$ cat src/logic/icache_config.svh
`ifndef ICACHE_CONFIG_SVH
`define ICACHE_CONFIG_SVH

// cpu word width in bits
`define ICACHE_WORD_SIZE 16

// line geometry
`define ICACHE_LINE_WORDS 4
`define ICACHE_OFFSET_BITS 2

// set geometry
`define ICACHE_SETS 2
`define ICACHE_INDEX_BITS 1

// whatever is left of the word after index and offset
`define ICACHE_TAG_BITS (`ICACHE_WORD_SIZE - `ICACHE_INDEX_BITS - `ICACHE_OFFSET_BITS)

// width of each statistics counter
`define ICACHE_COUNT_WIDTH 16

`endif

$ cat src/logic/icache_pkg.sv
`include "icache_config.svh"

package icache_pkg;

    // associativity is fixed by the one-bit way fields below
    localparam int unsigned ICACHE_WAYS = 2;

    // cpu word address split for lookup
    typedef struct packed {
        logic [`ICACHE_TAG_BITS-1:0]   tag;
        logic [`ICACHE_INDEX_BITS-1:0] index;
        logic [`ICACHE_OFFSET_BITS-1:0] offset;
    } icache_addr_fields_t;

    // same word seen either raw or as fields
    typedef union packed {
        logic [`ICACHE_WORD_SIZE-1:0] raw;
        icache_addr_fields_t          fields;
    } icache_addr_u;

    // word k of a line sits at element k
    typedef logic [`ICACHE_LINE_WORDS-1:0][`ICACHE_WORD_SIZE-1:0] icache_line_t;

    // one tag entry as read out of the tag store
    typedef struct packed {
        logic                        valid;
        logic                        recent;
        logic [`ICACHE_TAG_BITS-1:0] tag;
    } icache_tag_entry_t;

    // tag store result for the current address
    typedef struct packed {
        logic hit;
        logic hit_way;
        logic victim_way;
    } icache_lookup_t;

    // tag store write request from control
    typedef struct packed {
        logic touch;
        logic fill;
        logic way;
    } icache_tag_update_t;

    // completed cpu request
    typedef struct packed {
        logic ready;
        logic was_hit;
    } icache_resp_t;

endpackage

$ cat src/logic/icache_tag_store.sv
`timescale 1ns/1ps

`include "icache_config.svh"

module icache_tag_store import icache_pkg::*; (
    input  logic               clk,
    input  logic               reset_n,
    input  icache_addr_u       cpu_address,
    input  icache_tag_update_t tag_update,
    output icache_lookup_t     lookup
);

    logic [ICACHE_WAYS-1:0]      valid_q  [`ICACHE_SETS];
    logic [ICACHE_WAYS-1:0]      recent_q [`ICACHE_SETS];
    logic [`ICACHE_TAG_BITS-1:0] tag_q    [`ICACHE_SETS][ICACHE_WAYS];

    logic [`ICACHE_INDEX_BITS-1:0] set_idx;
    icache_tag_entry_t             entry [ICACHE_WAYS];
    logic [ICACHE_WAYS-1:0]        way_match;

    assign set_idx = cpu_address.fields.index;

    // combinational read of both ways at the request index
    always_comb begin
        for (int w = 0; w < ICACHE_WAYS; w++) begin
            entry[w].valid = valid_q[set_idx][w];
            entry[w].recent = recent_q[set_idx][w];
            entry[w].tag = tag_q[set_idx][w];
            way_match[w] = entry[w].valid && (entry[w].tag == cpu_address.fields.tag);
        end
    end

    assign lookup.hit = |way_match;
    // way 0 wins if it matches, otherwise way 1
    assign lookup.hit_way = ~way_match[0];
    // replace way 0 unless it was the last one used
    assign lookup.victim_way = entry[0].recent;

    // valid and recent state
    always_ff @(posedge clk) begin
        if (!reset_n) begin
            for (int s = 0; s < `ICACHE_SETS; s++) begin
                valid_q[s] <= '0;
                recent_q[s] <= '0;
            end
        end else if (tag_update.touch || tag_update.fill) begin
            recent_q[set_idx][tag_update.way] <= 1'b1;
            recent_q[set_idx][~tag_update.way] <= 1'b0;
            if (tag_update.fill) begin
                valid_q[set_idx][tag_update.way] <= 1'b1;
            end
        end
    end

    // tags only change on refill
    always_ff @(posedge clk) begin
        if (tag_update.fill) begin
            tag_q[set_idx][tag_update.way] <= cpu_address.fields.tag;
        end
    end

endmodule

$ cat src/logic/icache_data_store.sv
`timescale 1ns/1ps

`include "icache_config.svh"

module icache_data_store import icache_pkg::*; (
    input  logic                         clk,
    input  icache_addr_u                 cpu_address,
    input  icache_lookup_t               lookup,
    input  logic                         fill_we,
    input  logic                         fill_way,
    input  icache_line_t                 mem_line,
    output logic [`ICACHE_WORD_SIZE-1:0] cpu_data
);

    icache_line_t lines_q [`ICACHE_SETS][ICACHE_WAYS];

    logic [`ICACHE_INDEX_BITS-1:0]  set_idx;
    logic [`ICACHE_OFFSET_BITS-1:0] word_idx;
    icache_line_t                   line_sel;

    assign set_idx = cpu_address.fields.index;
    assign word_idx = cpu_address.fields.offset;

    // refill writes the whole line into the victim way
    always_ff @(posedge clk) begin
        if (fill_we) begin
            lines_q[set_idx][fill_way] <= mem_line;
        end
    end

    // during refill the stored line is stale, so take the incoming one
    always_comb begin
        if (fill_we) begin
            line_sel = mem_line;
        end else begin
            line_sel = lines_q[set_idx][lookup.hit_way];
        end
    end

    assign cpu_data = line_sel[word_idx];

endmodule

$ cat src/logic/icache_stats.sv
`timescale 1ns/1ps

`include "icache_config.svh"

module icache_stats import icache_pkg::*; (
    input  logic                           clk,
    input  logic                           reset_n,
    input  icache_resp_t                   resp,
    output logic [`ICACHE_COUNT_WIDTH-1:0] access_count,
    output logic [`ICACHE_COUNT_WIDTH-1:0] hit_count
);

    logic access_full;
    logic hit_full;

    // counters stick at all ones
    assign access_full = &access_count;
    assign hit_full = &hit_count;

    always_ff @(posedge clk) begin
        if (!reset_n) begin
            access_count <= '0;
            hit_count <= '0;
        end else if (resp.ready) begin
            if (!access_full) begin
                access_count <= access_count + 1'b1;
            end
            if (resp.was_hit && !hit_full) begin
                hit_count <= hit_count + 1'b1;
            end
        end
    end

endmodule

$ cat src/logic/icache_ctrl.sv
`timescale 1ns/1ps

`include "icache_config.svh"

module icache_ctrl import icache_pkg::*; (
    input  logic                         clk,
    input  logic                         reset_n,
    input  logic                         cpu_valid,
    input  icache_lookup_t               lookup,
    input  icache_addr_u                 cpu_address,
    input  logic                         mem_ready,
    output logic                         mem_read,
    output logic [`ICACHE_WORD_SIZE-1:0] mem_address,
    output icache_tag_update_t           tag_update,
    output logic                         fill_we,
    output logic                         fill_way,
    output icache_resp_t                 resp
);

    typedef enum logic {
        CHECK    = 1'b0,
        ALLOCATE = 1'b1
    } state_e;

    state_e state_q;
    state_e state_d;

    // way picked for the refill, held for the whole miss
    logic victim_q;

    // line-aligned copy of the request address
    icache_addr_u line_address;

    always_comb begin
        line_address = cpu_address;
        line_address.fields.offset = '0;
    end

    assign mem_address = line_address.raw;

    always_comb begin
        state_d = state_q;

        mem_read = 1'b0;
        fill_we = 1'b0;
        fill_way = victim_q;

        tag_update.touch = 1'b0;
        tag_update.fill = 1'b0;
        tag_update.way = lookup.hit_way;

        resp.ready = 1'b0;
        resp.was_hit = 1'b0;

        case (state_q)
            CHECK: begin
                if (cpu_valid) begin
                    if (lookup.hit) begin
                        // zero-cycle hit, recent bits move at the edge
                        resp.ready = 1'b1;
                        resp.was_hit = 1'b1;
                        tag_update.touch = 1'b1;
                    end else begin
                        // request goes out in the same cycle the miss is seen
                        mem_read = 1'b1;
                        state_d = ALLOCATE;
                    end
                end
            end

            ALLOCATE: begin
                mem_read = 1'b1;
                tag_update.way = victim_q;
                if (mem_ready) begin
                    // line and tag land at this edge, word goes out by bypass
                    fill_we = 1'b1;
                    tag_update.fill = 1'b1;
                    resp.ready = 1'b1;
                    state_d = CHECK;
                end
            end

            default: begin
                state_d = CHECK;
            end
        endcase
    end

    always_ff @(posedge clk) begin
        if (!reset_n) begin
            state_q <= CHECK;
        end else begin
            state_q <= state_d;
        end
    end

    // capture the victim when leaving CHECK on a miss
    always_ff @(posedge clk) begin
        if (state_q == CHECK && state_d == ALLOCATE) begin
            victim_q <= lookup.victim_way;
        end
    end

endmodule

$ cat src/logic/icache.sv
`timescale 1ns/1ps

`include "icache_config.svh"

module icache import icache_pkg::*; (
    input  logic                           clk,
    input  logic                           reset_n,
    input  logic                           cpu_valid,
    input  logic [`ICACHE_WORD_SIZE-1:0]   cpu_address,
    output logic [`ICACHE_WORD_SIZE-1:0]   cpu_data,
    output logic                           cpu_ready,
    output logic                           mem_read,
    output logic [`ICACHE_WORD_SIZE-1:0]   mem_address,
    input  icache_line_t                   mem_line,
    input  logic                           mem_ready,
    output logic [`ICACHE_COUNT_WIDTH-1:0] access_count,
    output logic [`ICACHE_COUNT_WIDTH-1:0] hit_count
);

    icache_addr_u       addr;
    icache_lookup_t     lookup;
    icache_tag_update_t tag_update;
    icache_resp_t       resp;
    logic               fill_we;
    logic               fill_way;

    assign addr = icache_addr_u'(cpu_address);
    assign cpu_ready = resp.ready;

    icache_ctrl i_ctrl (
        .clk         (clk),
        .reset_n     (reset_n),
        .cpu_valid   (cpu_valid),
        .lookup      (lookup),
        .cpu_address (addr),
        .mem_ready   (mem_ready),
        .mem_read    (mem_read),
        .mem_address (mem_address),
        .tag_update  (tag_update),
        .fill_we     (fill_we),
        .fill_way    (fill_way),
        .resp        (resp)
    );

    icache_tag_store i_tag_store (
        .clk         (clk),
        .reset_n     (reset_n),
        .cpu_address (addr),
        .tag_update  (tag_update),
        .lookup      (lookup)
    );

    icache_data_store i_data_store (
        .clk         (clk),
        .cpu_address (addr),
        .lookup      (lookup),
        .fill_we     (fill_we),
        .fill_way    (fill_way),
        .mem_line    (mem_line),
        .cpu_data    (cpu_data)
    );

    icache_stats i_stats (
        .clk          (clk),
        .reset_n      (reset_n),
        .resp         (resp),
        .access_count (access_count),
        .hit_count    (hit_count)
    );

endmodule

$ cat config.mk
export PLATFORM = sky130hd
export DESIGN_NAME = icache
export DESIGN_NICKNAME = d
export VERILOG_FILES = /design/src/logic/icache_pkg.sv /design/src/logic/icache_tag_store.sv /design/src/logic/icache_data_store.sv /design/src/logic/icache_stats.sv /design/src/logic/icache_ctrl.sv /design/src/logic/icache.sv
export VERILOG_INCLUDE_DIRS = /design/src /design/src/logic
export SDC_FILE = /design/constraint.sdc
export NUM_CORES = 1
export LEC_CHECK = 0
export CORE_UTILIZATION = 61
export CTS_CLUSTER_SIZE = 16
export DETAILED_ROUTE_END_ITERATION = 10
export DONT_BUFFER_PORTS = 1
export PLACE_DENSITY = 0.77
export SLEW_MARGIN = 20
export SYNTH_ARGS = -nofsm -noshare
export SYNTH_HDL_FRONTEND = slang
export SYNTH_SLANG_ARGS = --single-unit
$ cat constraint.sdc
create_clock -name clk -period 16.8 [get_ports clk]
set_clock_uncertainty 0.2 [all_clocks]
set_input_delay 0.84 -clock clk [delete_from_list [all_inputs] [get_ports clk]]
set_output_delay 0.84 -clock clk [all_outputs]
set_load 0.02 [all_outputs]
==> impl_metrics.csv <==
group,metric,value,unit
run_status,status,"completed",
clock_network,hold_buffers,0,
worst_setup_path,crit_type,"in -> out",
routing,post_drt_wl_per_cell,23.6,µm
cells_and_area,multiInputGateArea,4090,µm²
cells_and_area,area_growth,8.56,%
floorplan,fp.dieH,156,µm
timing,worstMarginPinSlew,1.08,ns
synthesis,post_synth_num_cell_types,51,
worst_setup_path,worstPathMaxFanout,99,
global_routing,antenna_found_initial,0,
clock_network,cts_resized,0,
routing,drt_iter0_drc,682,
clock_network,cts_sinks,348,
routing,vias,7912,
cells_and_area,fin_nets,989,
worst_setup_path,arrival,4.35,ns
routing,drc,0,
cells_and_area,fillCellCount,1612,
timing,relSlewSlack,27.9,%
global_routing,grt_overflow,0,
global_routing,grt_pass1_wl,44600,µm
floorplan,ios,150,
timing,hold_viol_final,0,
clock_network,cts_max_level,2,
timing,max_freq,0.185,GHz
synthesis,yosysTopAreaCellShare,64.3,%
synthesis,yosys_warnings,0,
synthesis,synth_cells,915,
place,port_buffers,0,
timing,rsz0062_at_grt,"false",
timing,setup_viol,0,
place,placed_cells,1184,
worst_setup_path,crit_start,"cpu_address[2]",
synthesis,yosys_register_bits,348,
synthesis,yosysMostFrequentCell,"edfxtp_1",
timing,final_max_slew_viol_count,0,
cells_and_area,finalNonFillerCells,1248,
cells_and_area,num_antenna_cells,0,
synthesis,synth.avg_cell_area,15.9,µm²
floorplan,initial_core_util,62.0,%
routing,routed_wl,29500,µm
routing,viasPerCell,6.34,
timing,finalSetupTns,0,ns
clock_network,clk_path_buf_depth,3,
min_path,worstHoldStart,"mem_line[14]",
clock_network,clk_pin_slew,0.06,ns
synthesis,yosysSeqAreaShare,69.4,%
global_routing,track_usage,24.6,%
routing,firstDrtPassIters,5,
cells_and_area,fin_util,67.3,%
power_and_ir_drop,ir_worst_vdd,0.0948,mV
place,gp_congestion,0.768,
worst_setup_path,critPathLaunchType,"input pin",
clock_network,cts_made_buffers,36,
clock_network,cts_tree,"yes",
synthesis,synth-edff-count,311,
clock_network,clock_latency,0.51,ns
power_and_ir_drop,p_leak,5.19,nW
synthesis,synth.area.top_cells,"edfxtp_1, mux4_2, dfxtp_1",
clock_network,cts-root-buf,"clkbuf_16",
min_path,hold_class,"in -> reg",
worst_setup_path,worstSetupEndpointType,"output pin",
clock_network,postCtsSetupRepairBufs,0,
floorplan,fp.coreArea,23400,µm²
floorplan,rows,56,
timing,fin_crit,5.39,ns
timing,min_period_over_period,32.1,%
cells_and_area,regArea,10100,µm²
synthesis,synth_common_cells,"edfxtp_1, mux2i_1, nand2_1, mux4_2, a21oi_1",
floorplan,die_w,156,µm
worst_setup_path,critPathRequiredTime,15.76,ns
cells_and_area,layout-drive-gt1-share,13.0,%
synthesis,synthFlopType,"edfxtp_1",
synthesis,async_flop_share,0,%
floorplan,dieArea,24400,µm²
flow_run,cap_violations,0,
synthesis,synth_top_area_cell,"edfxtp_1",
synthesis,synth.cell_area,14500,µm²
worst_setup_path,timing.rr.start,"i_tag_store.tag_q[1][19]",
power_and_ir_drop,power.density,111,nW/µm²
global_routing,grt_pass1_vias,7960,
routing,ant_nets,0,
global_routing,grt_max_degree,100,
place,hpwlAfterDp,17300,µm
## layout make-up
type	count	area share [%]
Sequential cell	348	64.0
Multi-Input combinational cell	495	26.0
Clock buffer	47	6.17
Tap cell	319	2.53
Clock inverter	17	0.580
Timing Repair Buffer	11	0.524
Inverter	11	0.262
## layer usage
metal / global-route usage [%] / vias up / wire (µm)
li1: - / 3588 / -
met1: 31.1 / 3938 / 11400
met2: 41.1 / 329 / 14600
met3: 7.01 / 57 / 2820
met4: 8.45 / 0 / 731
met5: 0 / - / 0
## registers in the layout, summed over array words and instances (netlist names)
register              count
i_data_store.lines_q    256
i_tag_store.tag_q        52
i_stats.access_count     16
i_stats.hit_count        16
i_tag_store.valid_q       4
i_tag_store.recent_q      2
i_ctrl.fill_way           1
i_ctrl.state_q            1
## cell usage in the layout (no fill, tap or decap), drive strengths merged, types with 11 or more instances in the layout
cell / n
clkbuf: 47
mux2i: 65
inv: 12
nand2b: 12
edfxtp: 311
a22oi: 12
a21oi: 50
nand3: 26
xnor2: 25
nor2: 29
dfxtp: 37
nand2: 61
o211ai: 12
buf: 11
nor4: 11
o21ai: 27
nand4: 13
clkinv: 15
mux4: 51
## power by group
part           internal (W)  total [W]  switching (W)
sequential         0.000956   0.000960     0.00000402
clock              0.000408   0.000715       0.000307
combinational     0.0000243  0.0000665      0.0000422
total               0.00139    0.00174       0.000353
## worst paths after layout
kind                                               endpoint  slack [ns]  depth (start not counted)
worst max-delay path                           cpu_data[13]       11.41                          9
worst min-delay path            i_data_store.lines_q[0][78]        0.21                          0
worst max register to register   i_tag_store.recent_q[1][0]       13.34                          9
worst min register to register    i_tag_store.valid_q[1][1]        0.29                          2
## metrics by stage
stage | setup slack, ns | cell area (µm²) | power, W | hold WS, ns
floorplan | 9.57 | 14500 | 0.00104 | 0.240
global placement | 11.41 | 14700 | 0.00104 | 0.255
detailed placement | 11.31 | 14700 | 0.00105 | 0.266
CTS | 11.30 | 15800 | 0.00176 | 0.202
global route | 11.12 | 15800 | 0.00179 | 0.197
finish | 11.41 | 15800 | 0.00174 | 0.211
## critical path, stage by stage
cell and delay [ns]:
mux2i_1 0.23, xnor2_1 0.10, nor4_1 0.42, nand4_4 0.65, buf_4 0.63, mux2i_1 0.21, a221oi_1 0.33, a21oi_1 0.14
a311oi_1 0.73
## kinds of logic (layout without fill, tap and decap cells)
group           after synthesis  after routing  share of synthesized area, %
flops                       348            348                          69.4
simple gates                195            195                          6.85
compound gates              143            143                          6.20
mux                         118            118                          12.6
buf+inv                      73             86                          2.65
xor+xnor                     35             35                          2.11
fa+ha+maj                     2              2                         0.172
other cells                   1              2                        0.0258
(Power assumes the default switching activity.)
